**src/eth_rx_pkg.sv**
```systemverilog
// Ethernet receive path shared definitions
// frame constants, FIFO sizing and the enums used by the framer and the stats block

package eth_rx_pkg;

    // ------------------------------------------------------------------------
    // frame format
    // ------------------------------------------------------------------------
    localparam logic [3:0] preamble_nibble = 4'h5;   // 0x55 bytes seen as nibbles
    localparam logic [3:0] sfd_nibble      = 4'hd;   // upper half of 0xd5

    // frames shorter than this are runts
    localparam logic [15:0] min_frame_len = 16'd64;

    // width of the per-frame byte count
    localparam int frame_len_w = 16;

    // ------------------------------------------------------------------------
    // byte fifo sizing
    // ------------------------------------------------------------------------
    localparam int fifo_depth  = 16;
    localparam int fifo_addr_w = 4;    // log2 of fifo_depth

    // ------------------------------------------------------------------------
    // enums
    // ------------------------------------------------------------------------
    // framer FSM
    typedef enum logic [1:0] {
        st_idle,        // line quiet, waiting for dv
        st_preamble,    // counting 5 nibbles until the delimiter
        st_data,        // pairing nibbles into bytes
        st_drop         // bad preamble, wait for dv to drop
    } framer_state_e;

    // per-frame result, error wins over runt
    typedef enum logic [1:0] {
        fs_good,
        fs_rx_error,
        fs_runt
    } frame_status_e;

endpackage

```
**src/rgmii_rx_conv.sv**
```systemverilog
// RGMII receive to MII conversion
// captures rx_ctl on both clock edges and registers the nibble twice

`timescale 1ns/1ps

module rgmii_rx_conv (
    input  logic       net_phy_rx_clk,
    input  logic       rgmii_phy_rst_n,
    input  logic       rgmii_phy_rxctl,   // dv on rise, dv ^ er on fall
    input  logic [3:0] rgmii_phy_rxd,
    output logic       mii_dv,
    output logic       mii_er,
    output logic [3:0] mii_data
);

    logic       dv_f;      // rising-edge sample of rx_ctl
    logic       err_f;     // falling-edge sample of rx_ctl
    logic       dv_ff;
    logic       err_ff;
    logic [3:0] rxd_f;
    logic [3:0] rxd_ff;

    // ------------------------------------------------------------------------
    // ddr capture of the control line
    // ------------------------------------------------------------------------
    always_ff @(posedge net_phy_rx_clk) begin
        if (!rgmii_phy_rst_n) begin
            dv_f <= 1'b0;
        end else begin
            dv_f <= rgmii_phy_rxctl;            // data valid half
        end
    end

    // second half of the cycle carries the xor-encoded error
    always_ff @(negedge net_phy_rx_clk) begin
        if (!rgmii_phy_rst_n) begin
            err_f <= 1'b0;
        end else begin
            err_f <= rgmii_phy_rxctl;
        end
    end

    // ------------------------------------------------------------------------
    // two rising-edge stages, data and control stay aligned
    // ------------------------------------------------------------------------
    always_ff @(posedge net_phy_rx_clk) begin
        if (!rgmii_phy_rst_n) begin
            rxd_f  <= '0;
            rxd_ff <= '0;
            dv_ff  <= 1'b0;
            err_ff <= 1'b0;
        end else begin
            rxd_f  <= rgmii_phy_rxd;
            rxd_ff <= rxd_f;
            dv_ff  <= dv_f;
            err_ff <= err_f;                    // picked up half a cycle after dv_f
        end
    end

    assign mii_dv   = dv_ff;
    assign mii_er   = dv_ff ^ err_ff;           // undo the rgmii xor encoding
    assign mii_data = rxd_ff;

endmodule

```
**src/mii_rx_framer.sv**
```systemverilog
// MII receive framer
// finds preamble and delimiter, packs nibbles into bytes (low nibble first)
// and tags the final byte of each frame with last and error

`timescale 1ns/1ps

module mii_rx_framer (
    input  logic       net_phy_rx_clk,
    input  logic       rgmii_phy_rst_n,
    input  logic       mii_dv,
    input  logic       mii_er,
    input  logic [3:0] mii_data,
    output logic       push,          // one-cycle strobe, never back to back
    output logic [7:0] push_data,
    output logic       push_last,
    output logic       push_err
);
    import eth_rx_pkg::*;

    framer_state_e state;
    logic          half;         // low nibble captured, high nibble pending
    logic [3:0]    lo_nib;
    logic          have_held;    // a finished byte waits for its successor
    logic [7:0]    held_byte;
    logic          err_sticky;   // er seen in this frame, or odd nibble count
    logic          flush_pend;   // dv dropped, send held byte as last

    always_ff @(posedge net_phy_rx_clk) begin
        if (!rgmii_phy_rst_n) begin
            state      <= st_idle;
            half       <= 1'b0;
            have_held  <= 1'b0;
            err_sticky <= 1'b0;
            flush_pend <= 1'b0;
            push       <= 1'b0;
        end else begin
            push       <= 1'b0;           // strobe by default
            flush_pend <= 1'b0;

            // end of frame, one cycle after dv fell so pushes stay spaced
            if (flush_pend) begin
                push      <= 1'b1;
                push_data <= held_byte;
                push_last <= 1'b1;
                push_err  <= err_sticky;
                have_held <= 1'b0;
            end

            case (state)
                st_idle: begin
                    if (mii_dv) begin
                        // first nibble must already be preamble
                        state <= (mii_data == preamble_nibble) ? st_preamble : st_drop;
                    end
                end

                st_preamble: begin
                    if (!mii_dv) begin
                        state <= st_idle;         // cut short, nothing pushed
                    end else if (mii_data == sfd_nibble) begin
                        state      <= st_data;
                        half       <= 1'b0;
                        have_held  <= 1'b0;
                        err_sticky <= 1'b0;       // fresh frame status
                    end else if (mii_data != preamble_nibble) begin
                        state <= st_drop;         // garbage where 5 or D belongs
                    end
                end

                st_data: begin
                    if (!mii_dv) begin
                        state      <= st_idle;
                        flush_pend <= have_held;  // no bytes, no push
                        err_sticky <= err_sticky | half;  // dangling nibble
                    end else begin
                        err_sticky <= err_sticky | mii_er;  // only data nibbles count
                        if (!half) begin
                            lo_nib <= mii_data;
                            half   <= 1'b1;
                        end else begin
                            half      <= 1'b0;
                            held_byte <= {mii_data, lo_nib};
                            have_held <= 1'b1;
                            // a new byte proves the held one is not last
                            if (have_held) begin
                                push      <= 1'b1;
                                push_data <= held_byte;
                                push_last <= 1'b0;
                                push_err  <= 1'b0;
                            end
                        end
                    end
                end

                st_drop: begin
                    if (!mii_dv) state <= st_idle;   // wait out the bad frame
                end

                default: state <= st_idle;
            endcase
        end
    end

    // fifo sizing relies on pushes being at least two cycles apart
    a_push_spaced: assert property (@(posedge net_phy_rx_clk) disable iff (!rgmii_phy_rst_n)
        push |=> !push)
        else $error("framer pushed on two consecutive cycles");

endmodule

```
**src/rx_byte_fifo.sv**
```systemverilog
// receive byte FIFO
// circular buffer of data bytes tagged with last and error, head shown combinationally

`timescale 1ns/1ps

module rx_byte_fifo (
    input  logic       net_phy_rx_clk,
    input  logic       rgmii_phy_rst_n,
    input  logic       push,
    input  logic [7:0] push_data,
    input  logic       push_last,
    input  logic       push_err,
    input  logic       pop,
    output logic       not_empty,
    output logic [7:0] pop_data,
    output logic       pop_last,
    output logic       pop_err
);
    import eth_rx_pkg::*;

    localparam logic [fifo_addr_w:0] full_count = (fifo_addr_w + 1)'(fifo_depth);

    logic [9:0]             mem [fifo_depth];   // {err, last, data}
    logic [fifo_addr_w-1:0] wr_ptr;
    logic [fifo_addr_w-1:0] rd_ptr;
    logic [fifo_addr_w:0]   count;              // one extra bit to hold full
    logic                   full;

    assign full      = (count == full_count);
    assign not_empty = (count != '0);

    // storage, no reset needed
    always_ff @(posedge net_phy_rx_clk) begin
        if (push) mem[wr_ptr] <= {push_err, push_last, push_data};
    end

    // pointers and occupancy
    always_ff @(posedge net_phy_rx_clk) begin
        if (!rgmii_phy_rst_n) begin
            wr_ptr <= '0;
            rd_ptr <= '0;
            count  <= '0;
        end else begin
            if (push) wr_ptr <= wr_ptr + 1'b1;     // wraps at depth
            if (pop)  rd_ptr <= rd_ptr + 1'b1;
            case ({push, pop})
                2'b10:   count <= count + 1'b1;
                2'b01:   count <= count - 1'b1;
                default: count <= count;           // both or neither
            endcase
        end
    end

    // head of queue
    assign {pop_err, pop_last, pop_data} = mem[rd_ptr];

    // ------------------------------------------------------------------------
    // no back-pressure on either side, so both must hold by construction
    // ------------------------------------------------------------------------
    a_no_overflow: assert property (@(posedge net_phy_rx_clk) disable iff (!rgmii_phy_rst_n)
        push |-> !full)
        else $error("push into full rx fifo");

    a_no_underflow: assert property (@(posedge net_phy_rx_clk) disable iff (!rgmii_phy_rst_n)
        pop |-> not_empty)
        else $error("pop from empty rx fifo");

endmodule

```
**src/rx_frame_stats.sv**
```systemverilog
// receive frame statistics
// drains the byte FIFO every cycle, strobes bytes out and reports
// length and status at the last byte of each frame

`timescale 1ns/1ps

module rx_frame_stats (
    input  logic                              net_phy_rx_clk,
    input  logic                              rgmii_phy_rst_n,
    input  logic                              not_empty,
    input  logic [7:0]                        pop_data,
    input  logic                              pop_last,
    input  logic                              pop_err,
    output logic                              pop,
    output logic                              rx_byte_valid,
    output logic [7:0]                        rx_byte,
    output logic                              frame_done,
    output logic [eth_rx_pkg::frame_len_w-1:0] frame_len,
    output eth_rx_pkg::frame_status_e         frame_status
);
    import eth_rx_pkg::*;

    logic [frame_len_w-1:0] byte_cnt;   // bytes popped so far in this frame
    logic [frame_len_w-1:0] next_len;   // count including the byte at the head
    frame_status_e          status_nxt;

    // consumer never stalls
    assign pop = not_empty;

    assign next_len = byte_cnt + 1'b1;

    // ------------------------------------------------------------------------
    // status decode, error beats runt
    // ------------------------------------------------------------------------
    always_comb begin
        if (pop_err) begin
            status_nxt = fs_rx_error;
        end else if (next_len < min_frame_len) begin
            status_nxt = fs_runt;
        end else begin
            status_nxt = fs_good;
        end
    end

    // ------------------------------------------------------------------------
    // output strobes and running count
    // ------------------------------------------------------------------------
    always_ff @(posedge net_phy_rx_clk) begin
        if (!rgmii_phy_rst_n) begin
            rx_byte_valid <= 1'b0;
            frame_done    <= 1'b0;
            byte_cnt      <= '0;
        end else begin
            rx_byte_valid <= pop;                  // one edge after the pop
            frame_done    <= pop & pop_last;       // lines up with the last byte
            if (pop) begin
                if (pop_last) begin
                    byte_cnt <= '0;                // restart for next frame
                end else begin
                    byte_cnt <= next_len;
                end
            end
        end
    end

    // payload, only meaningful under its strobe
    always_ff @(posedge net_phy_rx_clk) begin
        if (pop) begin
            rx_byte <= pop_data;
        end
        if (pop && pop_last) begin
            frame_len    <= next_len;
            frame_status <= status_nxt;
        end
    end

endmodule

```
**src/eth_rx_top.sv**
```systemverilog
// RGMII Ethernet receive front end
// converter, framer, byte FIFO and frame statistics in one clock domain

`timescale 1ns/1ps

module eth_rx_top (
    input  logic                              net_phy_rx_clk,
    input  logic                              rgmii_phy_rst_n,
    input  logic                              rgmii_phy_rxctl,
    input  logic [3:0]                        rgmii_phy_rxd,
    output logic                              rx_byte_valid,
    output logic [7:0]                        rx_byte,
    output logic                              frame_done,
    output logic [eth_rx_pkg::frame_len_w-1:0] frame_len,
    output eth_rx_pkg::frame_status_e         frame_status
);

    // mii side
    logic       mii_dv;
    logic       mii_er;
    logic [3:0] mii_data;

    // framer to fifo
    logic       push;
    logic [7:0] push_data;
    logic       push_last;
    logic       push_err;

    // fifo to stats
    logic       not_empty;
    logic       pop;
    logic [7:0] pop_data;
    logic       pop_last;
    logic       pop_err;

    // ------------------------------------------------------------------------
    // datapath chain
    // ------------------------------------------------------------------------
    rgmii_rx_conv rgmii_rx_conv_inst (
        .net_phy_rx_clk, .rgmii_phy_rst_n, .rgmii_phy_rxctl, .rgmii_phy_rxd,
        .mii_dv, .mii_er, .mii_data
    );

    mii_rx_framer mii_rx_framer_inst (
        .net_phy_rx_clk, .rgmii_phy_rst_n, .mii_dv, .mii_er, .mii_data,
        .push, .push_data, .push_last, .push_err
    );

    rx_byte_fifo rx_byte_fifo_inst (
        .net_phy_rx_clk, .rgmii_phy_rst_n, .push, .push_data, .push_last, .push_err,
        .pop, .not_empty, .pop_data, .pop_last, .pop_err
    );

    rx_frame_stats rx_frame_stats_inst (
        .net_phy_rx_clk, .rgmii_phy_rst_n, .not_empty, .pop_data, .pop_last, .pop_err,
        .pop, .rx_byte_valid, .rx_byte, .frame_done, .frame_len, .frame_status
    );

endmodule

```
**config.mk**
```make
export PLATFORM = sky130hd
export DESIGN_NAME = eth_rx_top
export DESIGN_NICKNAME = d
export VERILOG_FILES = /design/src/eth_rx_pkg.sv /design/src/rgmii_rx_conv.sv /design/src/mii_rx_framer.sv /design/src/rx_byte_fifo.sv /design/src/rx_frame_stats.sv /design/src/eth_rx_top.sv
export SDC_FILE = /design/constraint.sdc
export NUM_CORES = 1
export LEC_CHECK = 0
export BUFFER_PORTS_ARGS = -buffer_cell sky130_fd_sc_hd__buf_4
export CORE_MARGIN = 2
export CORE_UTILIZATION = 40
export CTS_CLUSTER_SIZE = 25
export DETAILED_ROUTE_END_ITERATION = 10
export PLACE_DENSITY_LB_ADDON = 0.12
export RECOVER_POWER = 25
export SETUP_SLACK_MARGIN = 0.02
export SYNTH_ARGS = -nofsm -noshare
export SYNTH_HDL_FRONTEND = slang
export SYNTH_SLANG_ARGS = --single-unit
```
**constraint.sdc**
```tcl
create_clock -name net_phy_rx_clk -period 3.87 [get_ports net_phy_rx_clk]
set_clock_uncertainty 0.15 [all_clocks]
set_input_delay 0.5805 -clock net_phy_rx_clk [delete_from_list [all_inputs] [get_ports net_phy_rx_clk]]
set_output_delay 0.5805 -clock net_phy_rx_clk [all_outputs]
set_load 0.01 [all_outputs]
```
* After elaboration in Yosys (flattened, before gate mapping) *
Memories as Yosys holds them, arrays and structs flattened. A register that Yosys moved wholly into a read port is not among the register bits.
Cells that the tools add are included.

operators by class
  equal/unequal tests = 14
  reductions and logical operators = 12
  add/sub/neg operators = 5
  multiplexer cells = 48
  magnitude comparators = 1
  bitwise logic cells = 7

operator list
  cell                                                                    count
  8-bit two-way mux                                                       5
  1-bit two-way mux                                                       28
  16-bit by 1-bit adder with 16-bit output (second input constant)        1
  16-bit by 7-bit < comparator with 1-bit output (second input constant)  1
  16-bit two-way mux                                                      1
  2-bit two-way mux                                                       7
  4-bit AND reduction                                                     3
  5-bit case mux with 2 select lines                                      1
  4-bit by 1-bit adder with 4-bit output (second input constant)          2
  4-bit two-way mux                                                       2
  2-bit != test (second input constant)                                   4
  2-bit == test (second input constant)                                   3
  1-bit case mux with 2 select lines                                      3
  2-bit case mux with 3 select lines                                      1
  3-bit AND reduction                                                     2
  5-bit by 1-bit adder with 5-bit output (second input constant)          1
  5-bit nonzero test                                                      1
  5-bit by 1-bit subtractor with 5-bit output (second input constant)     1
  2-bit by 1-bit == test with 1-bit output (second input constant)        2
  4-bit by 3-bit == test with 1-bit output (second input constant)        1
  4-bit == test (second input constant)                                   1
  4-bit by 2-bit != test with 1-bit output (second input constant)        1
  4-bit by 3-bit != test with 1-bit output (second input constant)        1
  2-bit nonzero test                                                      2
  9 further kinds                                                         12

storage, ports and cells
  output and inout bits = 28
  input port bits = 7
  bits in writable memories = 160
  word-level logic and storage cells = 114
  flip-flop bits (word level) = 98
  memories = 1

memory list
  name                   depth  width  rd ports  clocked after Yosys merged registers in  write ports  RTL line            text
  rx_byte_fifo_inst.mem  16     10     1         1                                        1            rx_byte_fifo.sv:23  logic [9:0] mem [fifo_depth];

* Depth between registers and ports, before layout *
Gate-level depths: netlist of run 1.

  depth in word-level cells = 5
  depth in mapped cells = 12
  depth with buffers taken out = 11

* Hierarchy *
Synthesis of run 1 repeated with hierarchy kept, for this count alone.

unflattened totals
  cell total of the unflattened synthesis = 652
  area total of the unflattened synthesis = 10671.5 um^2

modules (own cells, without submodules)
  module          area each (um^2)  instances  cells an instance  seq. area each (um^2)
  rx_byte_fifo    7040.5            1          355                5144.9
  rx_frame_stats  2023.2            1          182                1141.1
  mii_rx_framer   1275.0            1          89                 800.8
  rgmii_rx_conv   332.8             1          26                 240.2

==> results of run 1 <==
## metrics by stage
step                hold slack, ps  cell area (µm²)  total power [W]  instances  setup WS (ps)
finish                         103            11800          0.00765        993            871
global route                  94.6            11800          0.00802        993            497
CTS                           79.8            11800          0.00775        993            869
detailed placement             255            10900          0.00515        941            810
global placement               251            10900          0.00509        941            825
floorplan                      250            10300          0.00462        596            812
## sequential cells by signal (all words and copies together) (netlist names), 2 cells and up, named ones only
signal,cells
rx_byte_fifo_inst.rd_ptr,4
mii_rx_framer_inst.lo_nib,4
rx_frame_stats_inst.rx_byte,8
mii_rx_framer_inst.push_data,8
rx_frame_stats_inst.frame_status,2
rx_byte_fifo_inst.wr_ptr,4
rgmii_rx_conv_inst.rxd_f,4
rx_byte_fifo_inst.count,5
mii_rx_framer_inst.held_byte,8
rx_byte_fifo_inst.mem,160
rx_frame_stats_inst.frame_len,16
rgmii_rx_conv_inst.mii_data,4
mii_rx_framer_inst.state,2
rx_frame_stats_inst.byte_cnt,16
## cells in the final DEF (no fill, tap or decap), drive strengths merged, types with 18 or more instances in the layout
master,count
nand2,24
mux4,49
edfxtp,208
nor2,36
xnor2,18
and2,31
dfxtp,54
clkbuf,46
buf,39
inv,22
## metal layers
metal	vias to the layer above	share of wire, %
met1	2633	43
met3	18	5.6
met5	-	0
li1	2382	-
met2	105	51
met4	0	1.3
## cells in the mapped netlist, drive strengths merged, types with 2 or more instances
master	count	area (µm²)
edfxtp	208	6250
dfxtp	54	1080
mux4	49	1140
nor2	36	135
and2	31	196
nand2	24	90.1
inv	20	75.1
xnor2	18	158
a21oi	15	78.8
clkbuf	15	77.6
ha	15	188
o21ai	12	63.8
buf	11	82.6
nor3	11	60.1
xor2	9	78.8
mux2	8	90.1
nand4	7	43.8
nand3	6	35.0
and3	5	31.3
mux2i	5	50.1
a32o	4	40.0
nor2b	4	25.0
nor4	4	25.0
a22oi	2	20.0
and2b	2	17.5
o31ai	2	15.0
or3	2	12.5
or4	2	15.0
## critical path: cells and delay by family, from the launching register on
family          cells  cell delay (ps)
compound gates      3              470
flops               1              340
fa+ha+maj           2              600
simple gates        4             1230
buf+inv             1              150
## path summary, 6_finish.rpt
check / from / slack, ps / end / depth (start not counted)
min: rgmii_phy_rxd[1] / 100 / rgmii_rx_conv_inst.rxd_f[1] / 2
min reg2reg: mii_rx_framer_inst.lo_nib[2] / 270 / mii_rx_framer_inst.held_byte[2] / 0
max: rx_byte_fifo_inst.count[0] / 870 / rx_byte_fifo_inst.count[4] / 10
max reg2reg: rx_byte_fifo_inst.count[0] / 870 / rx_byte_fifo_inst.count[4] / 10
## final cells by class
class	instances	area (µm²)	share of cell area (%)
well taps	330	413	3.50
inverters	20	75.1	0.636
repair buffers	41	317	2.68
clock buffers	44	872	7.39
clock inverters	9	50.0	0.424
multi-input cells	287	2740	23.2
flip-flops and latches	262	7330	62.1
## report_power, final
| part | total (W) | switching, W | internal (W) | leakage (nW) |
|---|---|---|---|---|
| registers | 0.00348 | 0.000161 | 0.00332 | 2.34 |
| logic | 0.00157 | 0.000790 | 0.000781 | 1.19 |
| clock network | 0.00261 | 0.00106 | 0.00155 | 0.466 |
## logic make-up (layout without fill, tap and decap cells)
| group | after synthesis | after routing |
|---|---|---|
| compound gates | 44 | 44 |
| fa+ha+maj | 16 | 16 |
| flops | 262 | 262 |
| xor+xnor | 27 | 27 |
| mux | 62 | 62 |
| buf+inv | 47 | 114 |
| simple gates | 138 | 138 |
==> metrics.csv, run 1 <==
metric,value,unit
synth-seq-cells,262,
drive_gt1_share,21.6,%
avgSynthCellArea,17.3,µm²
synth.cell_area,10300,µm²
area_delta_synth_final,14.4,%
syn_inst,596,
cp-end-kind,flop,
ys_seq_area_share,71.1,%
synth-adder-area-share,2.02,%
cp.required,4170,ps
hold_viol_final,0,
drt_first_iter_violations,422,
die_h,165,µm
synth.mux.area_fraction,12.5,%
cts_buffers,28,
cap_violations,0,
path_max_fanout,8,
grt_pass1_wl,30.6,mm
start_util,40.8,%
critPathLaunchType,flop,
root_buffer,clkbuf_16,
cts_sinks,262,
slowest_stage,or4_1,
routed_via_density,5.17,
dieArea,27100,µm²
synth-xor-area-share,2.29,%
synth_warnings,0,
layout.nets,664,
tns,0,ps
cp.arrival,3300,ps
synthesis.nets,619,
met2_usage,26.7,%
synth_top_family_by_area,multiplexers,
worst-slew-pin-transition,1170,ps
drt_first_pass_iters,4,
die_w,165,µm
cp_slowest_stage_delay,470,ps
holdCritPathClass,in -> reg,
track_usage,15.1,%
ctsResizeCount,0,
postRouteAntennaNets,0,
grt_max_degree,41,
hpwl,12.3,mm
slew_headroom,21.8,%
htreeDepth,1,
setup_viol,0,
clkLatencyLatePin,570,ps
fp.coreArea,25300,µm²
min_period_over_period,77.5,%
use_met1,19.3,%
cts_setup_buffers,0,
grt.busiest_layer,met2,
wl_per_cell,20.2,µm
n_antenna_cell,0,
outcome,"complete, no violations",
grtUsageMet3,2.71,%
synth_compound_area_share,2.80,%
io_pins,35,
clock_path_buffers,3,
drc,0,
fmax,0.333,GHz
path_class,reg -> reg,
async_flop_share,0,%
rsz0062_at_grt,false,
rows,58,
cts_tree,done,
synth-simple-area-share,7.00,%
port-buffer-count,34,
fin_crit,3000,ps
drt-total-wl,20.0,mm
synth-main-ff-cell,edfxtp_1,
antenna_found_initial,0,
grt_overflow,0,
grt_pass1_vias,5386,
worst_ir_drop_vdd,466,µV
cts.clk_slew.worst_paths,60,ps
synth.distinct_cells,55,
vias,5138,
gp_congestion,0.785,
synth_edf_count,208,
fillerInstances,2178,
p_per_area,649,nW/µm²
hold_buffers,0,
p_leak,4.00,nW
final_util,46.7,%
path_cells,nor3_1 -> and2_1 -> clkinv_1 -> ha_1 -> ha_1 -> nor2b_1 -> o21ai_0 -> a21oi_1 -> or4_1 -> a21oi_1,
slew_viol_final,0,
(Power assumes the default switching activity.)
==> run 2, diff against run 1 <==
==> constraint.sdc (replaced) <==
create_clock -name net_phy_rx_clk -period 3 [get_ports net_phy_rx_clk]
set_clock_uncertainty 0.15 [all_clocks]
set_input_delay 0.45 -clock net_phy_rx_clk [delete_from_list [all_inputs] [get_ports net_phy_rx_clk]]
set_output_delay 0.45 -clock net_phy_rx_clk [all_outputs]
set_load 0.01 [all_outputs]
==> metrics.csv, run 2 (synthesis results as in run 1) <==
metric,value,unit,change
placedCellCount,950,,+0.96%
worst-slew-pin-transition,1030,ps,-141 ps
die_w,165,µm,unchanged
antenna_found_initial,0,,unchanged
cap_violations,0,,unchanged
hold_viol_final,0,,unchanged
gp_congestion,0.755,,-3.8%
n_antenna_cell,0,,unchanged
track_usage,15.3,%,+0.19 points
seqCellArea,7330,µm²,unchanged
holdCritPathClass,in -> reg,,
port-buffer-count,34,,unchanged
setup_viol,0,,unchanged
min_path_cells,2,,unchanged
routed_via_density,5.11,,-1.3%
rows,58,,unchanged
grt_max_degree,30,,-27%
tns,0,ps,unchanged
start_util,40.8,%,unchanged
fin_cells,1005,,+1.2%
wl_per_cell,19.6,µm,-2.7%
postRouteAntennaNets,0,,unchanged
cp-end-kind,flop,,
grt_pass1_wl,31.1,mm,+1.7%
multi_input_area,2740,µm²,unchanged
io_pins,35,,unchanged
dieArea,27100,µm²,unchanged
die_h,165,µm,unchanged
drc,0,,unchanged
fin_crit,2650,ps,-347 ps
rsz0062_at_grt,false,,
slew_viol_final,0,,unchanged
layout_commonest_cell,edfxtp_1,,
cp.arrival,2960,ps,-340 ps
root_buffer,clkbuf_16,,
layout.nets,677,,+2.0%
grt_pass1_vias,5255,,-2.4%
cts_sinks,262,,unchanged
critPathLaunchType,flop,,
hpwl,12.6,mm,+2.6%
path_max_fanout,4,,-4
fillerInstances,2171,,-0.32%
reg_top3,"rx_byte_fifo_inst.mem: 160 flops, rx_frame_stats_inst.byte_cnt: 16 flops, rx_frame_stats_inst.frame_len: 16 flops",,
cts_tree,done,,
htreeDepth,1,,unchanged
worst_ir_drop_vdd,405,µV,-13%
grt_overflow,0,,unchanged
drt-total-wl,19.7,mm,-1.6%
min_period_over_period,88.4,%,+11 points
final_cell_mix,"edfxtp_1 (208), dfxtp_1 (53), buf_4 (44), mux4_2 (38), nor2_1 (36)",,
clkLatencyLatePin,570,ps,about the same
p_per_area,831,nW/µm²,+28%
cts.clk_slew.worst_paths,60,ps,about the same
slew_headroom,31.0,%,+9.2 points
regMostFlops,rx_byte_fifo_inst.mem,,
clock_path_buffers,3,,unchanged
area_delta_synth_final,15.3,%,
r2r_cells,10,,unchanged
cts_buffers,27,,-3.6%
vias,5134,,-0.078%
drt_first_pass_iters,4,,unchanged
cp.required,3310,ps,-860 ps
largest_reg_flops,160,,unchanged
outcome,"complete, no violations",,
path_class,reg -> reg,,
fp.coreArea,25300,µm²,unchanged
drive_gt1_share,22.2,%,+0.65 points
drt_first_iter_violations,424,,+0.47%
fmax,0.377,GHz,+13%
p_leak,4.05,nW,+1.3%
run 2: cell count changes in the layout (fill, tap and decap cells not counted), moves of 2 or more:
cell,delta
and2_0,-2
clkbuf_16,-2
clkbuf_8,+2
dlygate4sd3_1,+5
buf_4,+6
and2_1,+2
run 2: where the power goes:
part	switching (W)	internal (W)	total [W]
Combinational	0.00102	0.00103	0.00205
Sequential	0.000203	0.00428	0.00448
Clock	0.00134	0.00200	0.00334
run 2: area by class of cell:
cell class | count | area share (%)
well taps | 330 | 3.47
inverters | 20 | 0.642
clock inverters | 9 | 0.632
flip-flops and latches | 262 | 61.7
multi-input cells | 287 | 23.1
clock buffers | 42 | 7.02
repair buffers | 55 | 3.52
run 2: critical path: stages (launching register included):
cell      delay (ps)
dfxtp_1          330
nor3_1           230
and2_1           200
clkinv_2          70
ha_1             230
ha_1             310
nor2b_1          150
o21ai_0          190
a21oi_1          120
or4_1            470
a21oi_1          140
run 2: routing by layer:
metal | up-vias | global-route usage, % | share of wire (%)
met5 | - | 0 | 0
met4 | 0 | 3.56 | 1.7
met3 | 28 | 2.08 | 3.2
met2 | 92 | 25.7 | 50
met1 | 2607 | 21.4 | 45
li1 | 2407 | - | -
run 2: final timing paths:
| path | end | slack (ps) | startpoint |
|---|---|---|---|
| setup / recovery | rx_byte_fifo_inst.count[4] | 350 | rx_byte_fifo_inst.count[0] |
| hold / removal | rgmii_rx_conv_inst.dv_f | 50 | rgmii_phy_rst_n |
| hold reg to reg | mii_rx_framer_inst.held_byte[1] | 270 | mii_rx_framer_inst.lo_nib[1] |
| setup reg to reg | rx_byte_fifo_inst.count[4] | 350 | rx_byte_fifo_inst.count[0] |
run 2: stage by stage:
step	hold WS (ps)	setup WS [ps]	power [W]	instance area, µm²	utilization, %
floorplan	250	212	0.00596	10300	-
global placement	252	407	0.00661	10900	43.3
detailed placement	256	340	0.00667	10900	43.3
CTS	0.00239	335	0.0100	11900	47.1
global route	76.1	176	0.0104	11900	47.1
finish	47.3	348	0.00987	11900	47.1
run 2: timing repair:
item	CTS	global route
hold buffers	5	0
buffers inserted	0	0
hold endpoints to repair	5	0
gates resized for setup	0	0
setup endpoints to repair	0	0
==> run 3, diff against run 2 <==
--- a/config.mk
+++ b/config.mk
@@ -11,7 +11,6 @@
 export CTS_CLUSTER_SIZE = 25
 export DETAILED_ROUTE_END_ITERATION = 10
 export PLACE_DENSITY_LB_ADDON = 0.12
-export RECOVER_POWER = 25
 export SETUP_SLACK_MARGIN = 0.02
 export SYNTH_ARGS = -nofsm -noshare
 export SYNTH_HDL_FRONTEND = slang
==> metrics.csv, run 3 (synthesis results as in run 1) <==
metric,value,unit,change
path_class,reg -> reg,,
fin_crit,2650,ps,-4.02 ps
area_delta_synth_final,15.4,%,about the same
postPlaceCellArea,10900,µm²,unchanged
path_max_fanout,4,,unchanged
hpwl,12.6,mm,unchanged
outcome,"complete, no violations",,
rsz0062_at_grt,false,,
die_w,165,µm,unchanged
regMostFlops,rx_byte_fifo_inst.mem,,
drc,0,,unchanged
cts_tree,done,,
slew_viol_final,0,,unchanged
critPathTopFamily,simple AND/OR/NAND/NOR gates,,
io_pins,35,,unchanged
routed_via_density,5.11,,about the same
path_cells,nor3_1 -> and2_1 -> clkinv_2 -> ha_1 -> ha_1 -> nor2b_1 -> o21ai_0 -> a21oi_1 -> or4_1 -> a21oi_1,,
fmax,0.378,GHz,+0.15%
worst-slew-pin-transition,1030,ps,-0.141 ps
track_usage,15.3,%,unchanged
cp.arrival,2960,ps,about the same
cts_sinks,262,,unchanged
final_cell_mix,"edfxtp_1 (208), dfxtp_1 (53), buf_4 (50), mux4_2 (38), nor2_1 (36)",,
reg_top3,"rx_byte_fifo_inst.mem: 160 flops, rx_frame_stats_inst.byte_cnt: 16 flops, rx_frame_stats_inst.frame_len: 16 flops",,
min_period_over_period,88.3,%,-0.13 points
gp_congestion,0.755,,unchanged
vias,5131,,-0.058%
port-buffer-count,34,,unchanged
drt-total-wl,19.7,mm,about the same
root_buffer,clkbuf_16,,
cts_buffers,27,,unchanged
ctsResizeCount,0,,unchanged
cp-end-kind,flop,,
hold_slack,10.7,ps,-36.6 ps
postRouteAntennaNets,0,,unchanged
layout.nets,677,,unchanged
grt_pass1_wl,31.1,mm,unchanged
fp.coreArea,25300,µm²,unchanged
n_antenna_cell,0,,unchanged
cp.required,3310,ps,about the same
holdCritPathClass,in -> reg,,
slowest_stage,or4_1,,
start_util,40.8,%,unchanged
clock_path_buffers,3,,unchanged
grt_max_degree,30,,unchanged
largest_reg_flops,160,,unchanged
drt_first_pass_iters,4,,unchanged
cp_slowest_stage_delay,470,ps,about the same
critPathLaunchType,flop,,
wl_per_cell,19.6,µm,about the same
grt_pass1_vias,5255,,unchanged
tns,0,ps,unchanged
die_h,165,µm,unchanged
drt_first_iter_violations,424,,unchanged
htreeDepth,1,,unchanged
dieArea,27100,µm²,unchanged
p_per_area,830,nW/µm²,about the same
setup_viol,0,,unchanged
r2r_setup_slack,350,ps,about the same
drive_gt1_share,22.5,%,+0.30 points
finalPower,0.00987,W,about the same
grt_overflow,0,,unchanged
p_leak,4.06,nW,+0.28%
cts.clk_slew.worst_paths,60,ps,about the same
hold_viol_final,0,,unchanged
rows,58,,unchanged
cap_violations,0,,unchanged
worst_ir_drop_vdd,404,µV,about the same
stdcell_area,11900,µm²,about the same
critPathBufInv,1,,unchanged
post-place-ws,340,ps,unchanged
clkLatencyLatePin,570,ps,about the same
layout_commonest_cell,edfxtp_1,,
antenna_found_initial,0,,unchanged
cts_setup_buffers,0,,unchanged
setup_ws,352,ps,+4.02 ps
slew_headroom,31.0,%,about the same
[run 3: cell count changes in the layout (fill, tap and decap cells not counted)]
cell / change
clkbuf_1: -2
buf_4: +6
and2_0: -4
and2_1: +4
clkbuf_4: -4
[run 3: worst paths after layout]
kind,depth (start not counted),from,end
worst max-delay path,10,rx_byte_fifo_inst.count[0],rx_byte_fifo_inst.count[4]
worst min register to register,0,mii_rx_framer_inst.lo_nib[1],mii_rx_framer_inst.held_byte[1]
worst min-delay path,2,rgmii_phy_rst_n,rgmii_rx_conv_inst.dv_f
worst max register to register,10,rx_byte_fifo_inst.count[0],rx_byte_fifo_inst.count[4]
[run 3: stage by stage]
stage,utilization (%),instances
floorplan,-,596
global placement,43.3,950
detailed placement,43.3,950
CTS,47.1,1005
global route,47.1,1005
finish,47.1,1005
[run 3: power by group]
part	switching [W]	internal (W)	total, W
sequential	0.000202	0.00428	0.00448
combinational	0.00102	0.00104	0.00206
clock	0.00133	0.00200	0.00334
total	0.00256	0.00732	0.00987
[run 3: final cells by class]
cell class              count  area [µm²]
multi-input cells         287        2740
fillers                  2169       13400
repair buffers             55         425
flip-flops and latches    262        7330
inverters                  20        76.3
clock inverters             9        75.1
clock buffers              42         835
well taps                 330         413
[run 3: what timing repair did]
item	in CTS	in global routing
hold buffers	5	0
setup endpoints to repair	0	0
endpoints found under the hold margin	5	0
[run 3: per-layer routing]
layer	track usage [%]	vias up	part of all wire, %
li1	-	2406	-
met1	21.4	2607	45
met2	25.7	90	50
met3	2.08	28	3.2
met4	3.56	0	1.7
met5	0	-	0
